<file path="config.mk">
export PLATFORM = sky130hd
export DESIGN_NAME = histPeakTop
export DESIGN_NICKNAME = d
export VERILOG_FILES = /design/src/common/histPkg.sv /design/src/hw/histPeakTop.sv /design/src/hw/windowCalc.sv /design/src/histogram/peakTracker.sv /design/src/histogram/binAccumulator.sv /design/src/histogram/frameSequencer.sv /design/src/hw/sampleReceiver.sv
export SDC_FILE = /design/constraint.sdc
export NUM_CORES = 1
export LEC_CHECK = 0
export BUFFER_PORTS_ARGS = -buffer_cell sky130_fd_sc_hd__buf_2
export CAP_MARGIN = 20
export CORE_ASPECT_RATIO = 1.1
export CORE_UTILIZATION = 60
export DETAILED_ROUTE_END_ITERATION = 6
export PLACE_DENSITY = 0.77
export SLEW_MARGIN = 0
export SYNTH_ARGS = -nofsm -noshare
export SYNTH_HDL_FRONTEND = slang
export SYNTH_SLANG_ARGS = --single-unit
</file>
<file path="constraint.sdc">
create_clock -name clk -period 17.95 [get_ports clk]
set_input_delay 0 -clock clk [delete_from_list [all_inputs] [get_ports clk]]
set_output_delay 0 -clock clk [all_outputs]
set_load 0.02 [all_outputs]
</file>
<file path="src/common/histPkg.sv">
package histPkg;

    // default frame geometry, overridden from the top level
    // pixels served by one histogram memory
    localparam int PIXEL_NUM_DEF = 4;

    // bin addresses each pixel sends per acquisition
    localparam int SAMPLES_PER_PIXEL_DEF = 3;

    // acquisitions folded into one frame
    localparam int ACQ_NUM_DEF = 2;

    // bin address width, 16 bins per pixel
    localparam int BIN_BITS_DEF = 4;

    // width of one bin counter
    localparam int COUNT_BITS_DEF = 8;

    // position resolution of the search window
    localparam int POS_BITS_DEF = 8;

    // frame flow
    // COLLECT  samples accepted and binned
    // DRAIN    accumulator and peak pipeline settle
    // READOUT  one result per pixel on the output handshake
    // CLEAR    all bins invalidated in one cycle
    typedef enum logic [1:0] {
        COLLECT,
        DRAIN,
        READOUT,
        CLEAR
    } seqState_t;

    // one result word per pixel
    // fields sized for the largest supported geometry
    typedef struct packed {
        logic [7:0] pixel;
        logic [7:0] peakBin;
        logic [7:0] peakCount;
        // coarse window in position units
        logic [7:0] lowerBound;
        logic [7:0] upperBound;
    } peakResult_t;

endpackage
</file>
<file path="src/hw/histPeakTop.sv">
`timescale 1ns/1ps

module histPeakTop #(
    parameter int PIXEL_NUM         = histPkg::PIXEL_NUM_DEF,
    parameter int SAMPLES_PER_PIXEL = histPkg::SAMPLES_PER_PIXEL_DEF,
    parameter int ACQ_NUM           = histPkg::ACQ_NUM_DEF,
    parameter int BIN_BITS          = histPkg::BIN_BITS_DEF,
    parameter int COUNT_BITS        = histPkg::COUNT_BITS_DEF,
    parameter int POS_BITS          = histPkg::POS_BITS_DEF
) (
    input  logic                 clk,
    input  logic                 combin_res,
    input  logic                 sampleReq,
    input  logic [BIN_BITS-1:0]  sampleBin,
    output logic                 sampleAck,
    output logic                 resReq,
    output histPkg::peakResult_t resData,
    input  logic                 resAck
);

    // receiver to sequencer and accumulator
    logic                                 collectOpen;
    logic                                 sampleStrobe;
    logic [BIN_BITS-1:0]                  capturedBin;
    // sequencer control
    logic [7:0]                           pixelIndex;
    logic                                 clearBins;
    histPkg::seqState_t                   state;
    logic                                 readoutDone;
    // accumulator to peak tracker
    logic                                 countValid;
    logic [BIN_BITS-1:0]                  countBin;
    logic [7:0]                           countPixel;
    logic [COUNT_BITS-1:0]                countValue;
    // peak tracker to window calculator
    logic [PIXEL_NUM-1:0][BIN_BITS-1:0]   peakBins;
    logic [PIXEL_NUM-1:0][COUNT_BITS-1:0] peakCounts;

    sampleReceiver #(.BIN_BITS(BIN_BITS)) uRx (
        .clk(clk), .combin_res(combin_res), .sampleReq(sampleReq), .sampleBin(sampleBin),
        .collectOpen(collectOpen), .sampleAck(sampleAck), .sampleStrobe(sampleStrobe),
        .capturedBin(capturedBin)
    );

    frameSequencer #(
        .PIXEL_NUM(PIXEL_NUM), .SAMPLES_PER_PIXEL(SAMPLES_PER_PIXEL), .ACQ_NUM(ACQ_NUM)
    ) uSeq (
        .clk(clk), .combin_res(combin_res), .sampleStrobe(sampleStrobe),
        .readoutDone(readoutDone), .collectOpen(collectOpen), .pixelIndex(pixelIndex),
        .frameEnd(), .clearBins(clearBins), .state(state)
    );

    binAccumulator #(
        .PIXEL_NUM(PIXEL_NUM), .BIN_BITS(BIN_BITS), .COUNT_BITS(COUNT_BITS)
    ) uAcc (
        .clk(clk), .combin_res(combin_res), .sampleStrobe(sampleStrobe),
        .capturedBin(capturedBin), .pixelIndex(pixelIndex), .clearBins(clearBins),
        .countValid(countValid), .countBin(countBin), .countPixel(countPixel),
        .countValue(countValue)
    );

    peakTracker #(
        .PIXEL_NUM(PIXEL_NUM), .BIN_BITS(BIN_BITS), .COUNT_BITS(COUNT_BITS)
    ) uPeak (
        .clk(clk), .combin_res(combin_res), .countValid(countValid), .countBin(countBin),
        .countPixel(countPixel), .countValue(countValue), .clearBins(clearBins),
        .peakBins(peakBins), .peakCounts(peakCounts)
    );

    windowCalc #(
        .PIXEL_NUM(PIXEL_NUM), .BIN_BITS(BIN_BITS), .COUNT_BITS(COUNT_BITS),
        .POS_BITS(POS_BITS)
    ) uWin (
        .clk(clk), .combin_res(combin_res), .state(state), .peakBins(peakBins),
        .peakCounts(peakCounts), .resAck(resAck), .resReq(resReq), .resData(resData),
        .readoutDone(readoutDone)
    );

endmodule

</file>
<file path="src/hw/windowCalc.sv">
`timescale 1ns/1ps

module windowCalc #(
    parameter int PIXEL_NUM  = histPkg::PIXEL_NUM_DEF,
    parameter int BIN_BITS   = histPkg::BIN_BITS_DEF,
    parameter int COUNT_BITS = histPkg::COUNT_BITS_DEF,
    parameter int POS_BITS   = histPkg::POS_BITS_DEF
) (
    input  logic                                 clk,
    input  logic                                 combin_res,
    input  histPkg::seqState_t                   state,
    input  logic [PIXEL_NUM-1:0][BIN_BITS-1:0]   peakBins,
    input  logic [PIXEL_NUM-1:0][COUNT_BITS-1:0] peakCounts,
    input  logic                                 resAck,
    output logic                                 resReq,
    output histPkg::peakResult_t                 resData,
    output logic                                 readoutDone
);

    // offer, wait for ack low, then idle until the frame moves on
    typedef enum logic [1:0] {OUT_OFFER, OUT_RELEASE, OUT_DONE} outState_t;

    // half a bin in position units, window is two halves wide
    localparam logic [POS_BITS-1:0] HALF_WIDTH = POS_BITS'(1) << (BIN_BITS - 1);
    localparam logic [POS_BITS-1:0] FULL_WIDTH = POS_BITS'(1) << BIN_BITS;
    localparam logic [POS_BITS-1:0] POS_MAX    = '1;

    outState_t             outState;
    logic [7:0]            pixIdx;
    logic                  inReadout;
    logic [BIN_BITS-1:0]   curBin;
    logic [COUNT_BITS-1:0] curCount;
    logic [POS_BITS-1:0]   centre;
    logic [POS_BITS-1:0]   lowerBound;
    logic [POS_BITS-1:0]   upperBound;

    assign inReadout = (state == histPkg::READOUT);
    assign curBin    = peakBins[pixIdx];
    assign curCount  = peakCounts[pixIdx];
    // bin index scaled up to position units
    assign centre    = POS_BITS'(curBin) << (POS_BITS - BIN_BITS);

    always_comb begin
        if (centre <= HALF_WIDTH) begin
            // pinned to the low edge
            lowerBound = '0;
            upperBound = FULL_WIDTH;
        end else if (centre >= POS_MAX - HALF_WIDTH) begin
            // pinned to the high edge
            upperBound = POS_MAX;
            lowerBound = POS_MAX - FULL_WIDTH;
        end else begin
            lowerBound = centre - HALF_WIDTH;
            upperBound = centre + HALF_WIDTH;
        end
    end

    // result word, stable while pixIdx holds
    always_comb begin
        resData.pixel      = pixIdx;
        resData.peakBin    = 8'(curBin);
        resData.peakCount  = 8'(curCount);
        resData.lowerBound = 8'(lowerBound);
        resData.upperBound = 8'(upperBound);
    end

    assign resReq = inReadout && (outState == OUT_OFFER);

    always_ff @(posedge clk or negedge combin_res) begin
        if (!combin_res) begin
            outState    <= OUT_OFFER;
            pixIdx      <= '0;
            readoutDone <= 1'b0;
        end else begin
            readoutDone <= 1'b0;
            case (outState)
                OUT_OFFER: begin
                    if (inReadout && resAck) begin
                        outState <= OUT_RELEASE;
                    end
                end
                // next pixel only after ack is back low
                OUT_RELEASE: begin
                    if (!resAck) begin
                        if (pixIdx == 8'(PIXEL_NUM - 1)) begin
                            pixIdx      <= '0;
                            readoutDone <= 1'b1;
                            outState    <= OUT_DONE;
                        end else begin
                            pixIdx   <= pixIdx + 1'b1;
                            outState <= OUT_OFFER;
                        end
                    end
                end
                default: begin
                    if (!inReadout) begin
                        outState <= OUT_OFFER;
                    end
                end
            endcase
        end
    end

endmodule

</file>
<file path="src/histogram/peakTracker.sv">
`timescale 1ns/1ps

module peakTracker #(
    parameter int PIXEL_NUM  = histPkg::PIXEL_NUM_DEF,
    parameter int BIN_BITS   = histPkg::BIN_BITS_DEF,
    parameter int COUNT_BITS = histPkg::COUNT_BITS_DEF
) (
    input  logic                                  clk,
    input  logic                                  combin_res,
    input  logic                                  countValid,
    input  logic [BIN_BITS-1:0]                   countBin,
    input  logic [7:0]                            countPixel,
    input  logic [COUNT_BITS-1:0]                 countValue,
    input  logic                                  clearBins,
    output logic [PIXEL_NUM-1:0][BIN_BITS-1:0]    peakBins,
    output logic [PIXEL_NUM-1:0][COUNT_BITS-1:0]  peakCounts
);

    // one running maximum per pixel
    for (genvar p = 0; p < PIXEL_NUM; p++) begin : gPixel
        logic [BIN_BITS-1:0]   maxBin;
        logic [COUNT_BITS-1:0] maxCount;
        logic                  newPeak;

        // strictly greater, so the first bin to reach a tie keeps it
        assign newPeak = countValid && (countPixel == 8'(p)) && (countValue > maxCount);

        always_ff @(posedge clk or negedge combin_res) begin
            if (!combin_res) begin
                maxBin   <= '0;
                maxCount <= '0;
            end else if (clearBins) begin
                maxBin   <= '0;
                maxCount <= '0;
            end else if (newPeak) begin
                maxBin   <= countBin;
                maxCount <= countValue;
            end
        end

        assign peakBins[p]   = maxBin;
        assign peakCounts[p] = maxCount;
    end

endmodule

</file>
<file path="src/histogram/binAccumulator.sv">
`timescale 1ns/1ps

module binAccumulator #(
    parameter int PIXEL_NUM  = histPkg::PIXEL_NUM_DEF,
    parameter int BIN_BITS   = histPkg::BIN_BITS_DEF,
    parameter int COUNT_BITS = histPkg::COUNT_BITS_DEF
) (
    input  logic                  clk,
    input  logic                  combin_res,
    input  logic                  sampleStrobe,
    input  logic [BIN_BITS-1:0]   capturedBin,
    input  logic [7:0]            pixelIndex,
    input  logic                  clearBins,
    output logic                  countValid,
    output logic [BIN_BITS-1:0]   countBin,
    output logic [7:0]            countPixel,
    output logic [COUNT_BITS-1:0] countValue
);

    localparam int BIN_NUM = 1 << BIN_BITS;
    localparam int DEPTH   = PIXEL_NUM * BIN_NUM;
    localparam int ADDR_W  = (DEPTH > 1) ? $clog2(DEPTH) : 1;

    // one histogram per pixel, laid out pixel by pixel
    logic [COUNT_BITS-1:0] countMem [DEPTH];
    // stale counts are ignored instead of wiped
    logic [DEPTH-1:0]      entryValid;
    logic [ADDR_W-1:0]     entryAddr;
    logic [COUNT_BITS-1:0] nextCount;
    logic                  doWrite;

    assign entryAddr = ADDR_W'(int'(pixelIndex) * BIN_NUM + int'(capturedBin));
    assign doWrite   = sampleStrobe && !clearBins;

    // first hit of a frame starts at one
    assign nextCount = entryValid[entryAddr] ? countMem[entryAddr] + 1'b1
                                             : COUNT_BITS'(1);

    always_ff @(posedge clk or negedge combin_res) begin
        if (!combin_res) begin
            entryValid <= '0;
            countValid <= 1'b0;
        end else begin
            countValid <= doWrite;
            if (clearBins) begin
                // whole memory invalid in one cycle
                entryValid <= '0;
            end else if (sampleStrobe) begin
                entryValid[entryAddr] <= 1'b1;
            end
        end
    end

    // count write and forward to the peak tracker
    always_ff @(posedge clk) begin
        if (doWrite) begin
            countMem[entryAddr] <= nextCount;
            countValue          <= nextCount;
            countBin            <= capturedBin;
            countPixel          <= pixelIndex;
        end
    end

endmodule

</file>
<file path="src/histogram/frameSequencer.sv">
`timescale 1ns/1ps

module frameSequencer #(
    parameter int PIXEL_NUM         = histPkg::PIXEL_NUM_DEF,
    parameter int SAMPLES_PER_PIXEL = histPkg::SAMPLES_PER_PIXEL_DEF,
    parameter int ACQ_NUM           = histPkg::ACQ_NUM_DEF
) (
    input  logic               clk,
    input  logic               combin_res,
    input  logic               sampleStrobe,
    input  logic               readoutDone,
    output logic               collectOpen,
    output logic [7:0]         pixelIndex,
    output logic               frameEnd,
    output logic               clearBins,
    output histPkg::seqState_t state
);

    localparam int SAMPLE_W = (SAMPLES_PER_PIXEL > 1) ? $clog2(SAMPLES_PER_PIXEL) : 1;
    localparam int ACQ_W    = (ACQ_NUM > 1) ? $clog2(ACQ_NUM) : 1;

    logic [SAMPLE_W-1:0] sampleCnt;
    logic [7:0]          pixelCnt;
    logic [ACQ_W-1:0]    acqCnt;
    logic                countEn;
    logic                lastSample;
    logic                lastPixel;
    logic                lastAcq;
    logic                frameDone;
    // second drain cycle flag
    logic                drainCnt;

    assign countEn    = sampleStrobe && (state == histPkg::COLLECT);
    assign lastSample = (sampleCnt == SAMPLE_W'(SAMPLES_PER_PIXEL - 1));
    assign lastPixel  = (pixelCnt == 8'(PIXEL_NUM - 1));
    assign lastAcq    = (acqCnt == ACQ_W'(ACQ_NUM - 1));
    assign frameDone  = countEn && lastSample && lastPixel && lastAcq;

    assign collectOpen = (state == histPkg::COLLECT);
    assign clearBins   = (state == histPkg::CLEAR);
    assign pixelIndex  = pixelCnt;

    // samples inside pixel inside acquisition, pixel 0 first
    always_ff @(posedge clk or negedge combin_res) begin
        if (!combin_res) begin
            sampleCnt <= '0;
            pixelCnt  <= '0;
            acqCnt    <= '0;
        end else if (countEn) begin
            if (!lastSample) begin
                sampleCnt <= sampleCnt + 1'b1;
            end else begin
                sampleCnt <= '0;
                if (!lastPixel) begin
                    pixelCnt <= pixelCnt + 1'b1;
                end else begin
                    pixelCnt <= '0;
                    // all counters wrap together at frame end
                    acqCnt <= lastAcq ? '0 : acqCnt + 1'b1;
                end
            end
        end
    end

    always_ff @(posedge clk or negedge combin_res) begin
        if (!combin_res) begin
            state    <= histPkg::COLLECT;
            frameEnd <= 1'b0;
            drainCnt <= 1'b0;
        end else begin
            frameEnd <= 1'b0;
            drainCnt <= 1'b0;
            case (state)
                histPkg::COLLECT: begin
                    if (frameDone) begin
                        state    <= histPkg::DRAIN;
                        frameEnd <= 1'b1;
                    end
                end
                // two cycles, count write then peak update
                histPkg::DRAIN: begin
                    drainCnt <= 1'b1;
                    if (drainCnt) begin
                        state <= histPkg::READOUT;
                    end
                end
                histPkg::READOUT: begin
                    if (readoutDone) begin
                        state <= histPkg::CLEAR;
                    end
                end
                default: state <= histPkg::COLLECT;
            endcase
        end
    end

endmodule

</file>
<file path="src/hw/sampleReceiver.sv">
`timescale 1ns/1ps

module sampleReceiver #(
    parameter int BIN_BITS = histPkg::BIN_BITS_DEF
) (
    input  logic                clk,
    input  logic                combin_res,
    input  logic                sampleReq,
    input  logic [BIN_BITS-1:0] sampleBin,
    input  logic                collectOpen,
    output logic                sampleAck,
    output logic                sampleStrobe,
    output logic [BIN_BITS-1:0] capturedBin
);

    // idle until a request is taken, acked until it is withdrawn
    typedef enum logic {RX_IDLE, RX_ACKED} rxState_t;

    rxState_t rxState;
    logic     accept;

    // take a request only while the sequencer collects
    assign accept = (rxState == RX_IDLE) && sampleReq && collectOpen;

    // ack follows the state, so it drops right after req goes low
    assign sampleAck = (rxState == RX_ACKED);

    always_ff @(posedge clk or negedge combin_res) begin
        if (!combin_res) begin
            rxState      <= RX_IDLE;
            sampleStrobe <= 1'b0;
        end else begin
            // single strobe per four-phase transfer
            sampleStrobe <= accept;
            if (accept) begin
                rxState <= RX_ACKED;
            end else if ((rxState == RX_ACKED) && !sampleReq) begin
                rxState <= RX_IDLE;
            end
        end
    end

    // bin is stable while req is high, latch it with the ack
    always_ff @(posedge clk) begin
        if (accept) begin
            capturedBin <= sampleBin;
        end
    end

endmodule

</file>
==> out/qor_table.md <==
| Step | Result | This run |
|:---|:---|:---|
| status | Status | complete, no violations |
| synth | Average size of a mapped cell | 14.76 um^2 |
| placed design | I/O Buffers | 39 |
| synth | Async SR Flop Fraction | 20.71% |
| hold path | Class of the worst hold path | in2reg |
| setup path | Type of destination of the critical path | flip-flop |
| setup path | Critical path fanouts, max | 126 |
| die | Area of the die | 49040 um^2 |
| routing | Detailed-route wire length on metal 1 | 29510 um |
| layout | Area added between synthesis and finish | 9.813% |
| synth | Most used DFF post-synth | edfxtp_1 |
| global route | First-pass GRT wire length | 115100 um |
| global route | Total gr overflow | 0 |
| clock tree | Clock latency at the later pin of the worst-skew pair | 0.61 ns |
| pwr | Worst ir drop on vdd | 0.09116 mV |
| timing | Tightest Pin Transition | 1.217 ns |
| setup path | Worst r2r dst | uAcc.countMem[63][6] |
| run | Max Cap Violations | 0 |
| global route | Antenna violations before repair | 0 |
| die | Core box area | 47150 um^2 |
| synth | Cells after synthesis | 1958 |
| routing | Remaining number of nets flagged by the antenna check after routing | 0 |
| die | Effective utilization at floorplan | 61.28% |
| timing | Count of final setup violators | 0 |
| layout | Antenna fix cells | 0 |
| routing | Wire length per cell after detailed routing | 29.33 um |
| layout | Final-stage net count | 2036 |
| global route | Maximum number of pins on one net before global-route repair | 146 |
| die | Number of top-level pins | 50 |
| synth | Proportion of synthesized chip area in sequential cells | 67.83% |
| clock tree | CTS Buffer Depth | 3 |
| hold path | Hold path endpoint | uRx.capturedBin[3] |
| placed design | Estimated wirelength of the detail-placed design | 46610 um |
| global route | Vias in the first global route | 17810 |
| clock tree | Clock Root Buffer | clkbuf_16 |
| routing | DRT Wirelength | 78430 um |
| routing | Number of violations reported at the end of detailed-routing iteration 0 | 2723 |
| clock tree | Clock-pin slew of the registers on the worst-case setup and hold paths | 0.06 ns |
| synth | Synthesized cell area | 28890 um^2 |
| setup path | Length in cells of the worst reg-to-reg path | 12 |
| timing | Max-slew violation count | 0 |
| timing | Setup repair after global routing missed its margin | no |
| clock tree | Clock tree from TritonCTS | yes |
| routing | Detailed route wirelength on metal2 | 36710 um |
| die | Die Ht | 232.2 um |
| timing | Final worst-path cycle share | 33.39% |
| synth | Unique masters post-synth | 89 |
| setup path | Critical Path Source Type | flip-flop |
| timing | Relative max-transition margin | 18.64% |
| routing | Average via count per standard cell | 6.843 |
| timing | Fin Clk Skew | 0.02195 ns |
| synth | Count of warnings emitted by yosys | 0 |
| routing | Via total after detailed routing | 18300 |
| pwr | Power density normalized to cell area | 133.1 nW/um^2 |
| pwr | Total leakage power | 11.51 nW |
| routing | TritonRoute pass-1 iters | 6 |
| hold path | Hold Crit Start | sampleBin[3] |
| routing | DRC violations left | 0 |
| setup path | Required time reported for the critical path endpoint | 18.32 ns |
| hold path | Number of instances on the worst hold path | 2 |
| layout | Filler Cell Count | 3238 |
| setup path | Launch point of the worst reg-to-reg path | uRx.capturedBin[2] |
| timing | Final total negative setup slack | 0 ns |
| timing | Final critical path time including I/O delays and setup | 5.994 ns |
| setup path | Internal reg-to-reg setup slack | 11.96 ns |
| routing | Met3 wire length | 8015 um |
| die | Width of the die | 211.2 um |
| timing | Upper clock frequency limit | 166.8 MHz |
| layout | Layout cell share with drive strength beyond 1 | 15.32% |
| placed design | Placer congestion estimate | 0.9413 |
| pwr | Final Total Pwr | 0.004224 W |
| clock tree | Num CTS Buffers | 67 |
| global route | GRT Util Overall | 32.43% |
| clock tree | Number of levels in the clock H-tree | 3 |
| die | Std-Cell Rows | 83 |
| setup path | Arrival @ worst endpoint | 6.37 ns |
| synth | Number of synthesized register bits | 676 |
| timing | Number of hold violations in the final report | 0 |
| setup path | CP Class | reg2reg |
| routing | Top routing layer used | met4 |
| clock tree | Count of clock tree sinks | 676 |
| synth | Number of synthesized flops with an enable pin | 536 |
==> kinds of logic after synthesis <==
| group | share of synthesized area, % |
|---|---|
| buffers and inverters | 4.568 |
| other | 0.01298 |
| and+or+nand+nor | 6.132 |
| muxes | 8.513 |
| AOI/OAI and AO/OA | 10.58 |
| xor gates and xnor gates | 0.4547 |
| DFF | 67.83 |
| adders and majority gates | 1.905 |
==> final cells by class <==
cell class / count / area (um^2) / share of cell area (%)
clock buffer: 79 / 1743 / 5.493
sequential: 676 / 19600 / 61.77
clock inverter: 43 / 401.6 / 1.266
multi-input combinational: 1032 / 8059 / 25.40
tap: 637 / 797.0 / 2.512
timing repair buffer: 90 / 690.7 / 2.177
inverter: 117 / 439.2 / 1.384
==> report_power, final <==
part / switching (W) / leakage [nW] / internal [W]
sequential: 0.0000484 / 6.79 / 0.00203
clock: 0.000599 / 1.03 / 0.000788
combinational: 0.000571 / 3.69 / 0.000185
==> cell usage in the layout, fill, tap and decap left out, types with 38 or more instances in the layout <==
cell	count
edfxtp_1	536
nor2_1	144
dfrtp_1	140
inv_1	114
mux2i_1	112
o22ai_1	88
clkbuf_16	68
mux2_2	63
a221oi_1	52
nand2_1	49
a21oi_1	46
ha_1	43
buf_2	38
==> synth_stat cells (6+ instances only) <==
cell	n	area, um^2
nor2b_1	13	81.33
a221o_1	17	170.2
o22ai_1	88	550.5
edfxtp_1	536	16100
a31oi_1	9	56.30
buf_6	17	191.4
a2111oi_0	8	70.07
nor3_1	15	75.07
o221ai_1	9	78.83
xnor2_1	13	113.9
buf_4	29	217.7
a21oi_1	46	230.2
mux4_2	27	608.1
ha_1	44	550.5
and3_1	9	56.30
o21a_1	8	60.06
buf_1	8	30.03
mux2_2	63	709.4
a221oi_1	52	455.4
a22o_1	8	70.07
o211ai_1	11	82.58
inv_1	114	427.9
o2111ai_1	6	52.55
nor2_1	144	540.5
nand2_1	50	187.7
buf_2	27	135.1
nand4_1	11	68.82
nand2b_1	16	100.1
a22oi_1	33	247.7
a211oi_1	15	112.6
and3b_1	9	78.83
mux2i_1	113	1131
or3b_2	8	70.07
clkbuf_1	55	206.5
dfrtp_1	140	3503
and2_1	14	87.58
o2bb2ai_1	10	87.58
nand3b_1	9	67.56
o21ai_0	35	175.2
a21o_1	14	105.1
nand3_1	14	70.07
==> stage by stage <==
step	util (%)	hold WS, ns	cell area, um^2	std cells	setup slack [ns]
floorplan	-	-0.2956	28930	1967	11.00
global placement	62.35	0.02401	29400	2538	12.12
detailed placement	62.41	0.03177	29430	2539	11.94
CTS	67.19	0.08932	31680	2670	11.95
global route	67.30	0.1333	31730	2674	11.70
finish	67.30	0.1206	31730	2674	11.96
==> critical path, cell delays in order, from the launching register on <==
cell      delay, ns
edfxtp_1       0.40
buf_12         0.53
buf_4          0.71
nor2b_2        0.52
buf_4          0.41
a221oi_1       0.15
o21ai_0        0.24
o311ai_0       0.24
a22o_1         0.34
or4_4          0.56
nor2_1         0.21
mux2i_4        0.86
buf_4          0.49
==> worst max-delay path by stage <==
stage               slack (ns)              endpoint  cells after the start               start
CTS                      11.95  uAcc.countMem[45][7]                     11  uRx.capturedBin[2]
finish                   11.96  uAcc.countMem[63][6]                     12  uRx.capturedBin[2]
global route             11.70  uAcc.countMem[36][6]                     12  uRx.capturedBin[2]
floorplan                11.00   uAcc.countMem[0][7]                     10  uRx.capturedBin[1]
global placement         12.12  uAcc.countMem[53][7]                     11  uRx.capturedBin[2]
detailed placement       11.94  uAcc.countMem[53][7]                     11  uRx.capturedBin[2]
==> registers in the layout, summed over array words and instances, names as in the netlist, 2 cells and up <==
| register | count |
|---|---|
| uWin.outState | 2 |
| uPeak.gPixel.maxCount | 32 |
| uWin.pixIdx | 8 |
| uAcc.countBin | 4 |
| uPeak.gPixel.maxBin | 16 |
| uAcc.entryValid | 64 |
| uAcc.countMem | 512 |
| uRx.capturedBin | 4 |
| uSeq.pixelIndex | 8 |
| uAcc.countPixel | 8 |
| uSeq.sampleCnt | 2 |
| uSeq.state | 2 |
| uAcc.countValue | 8 |
==> repair_timing <==
action,in CTS,in global routing
setup buffers,0,0
gates resized for setup,0,0
hold buffers,9,0
endpoints found under the hold margin,81,0
setup endpoints to repair,0,0
==> layer usage <==
metal / global-route usage [%] / vias to the layer above
li1: - / 7590
met1: 43.00 / 9196
met2: 50.43 / 1251
met3: 6.979 / 262
met4: 17.44 / 0
met5: 0 / -
(Power assumes the default switching activity.)
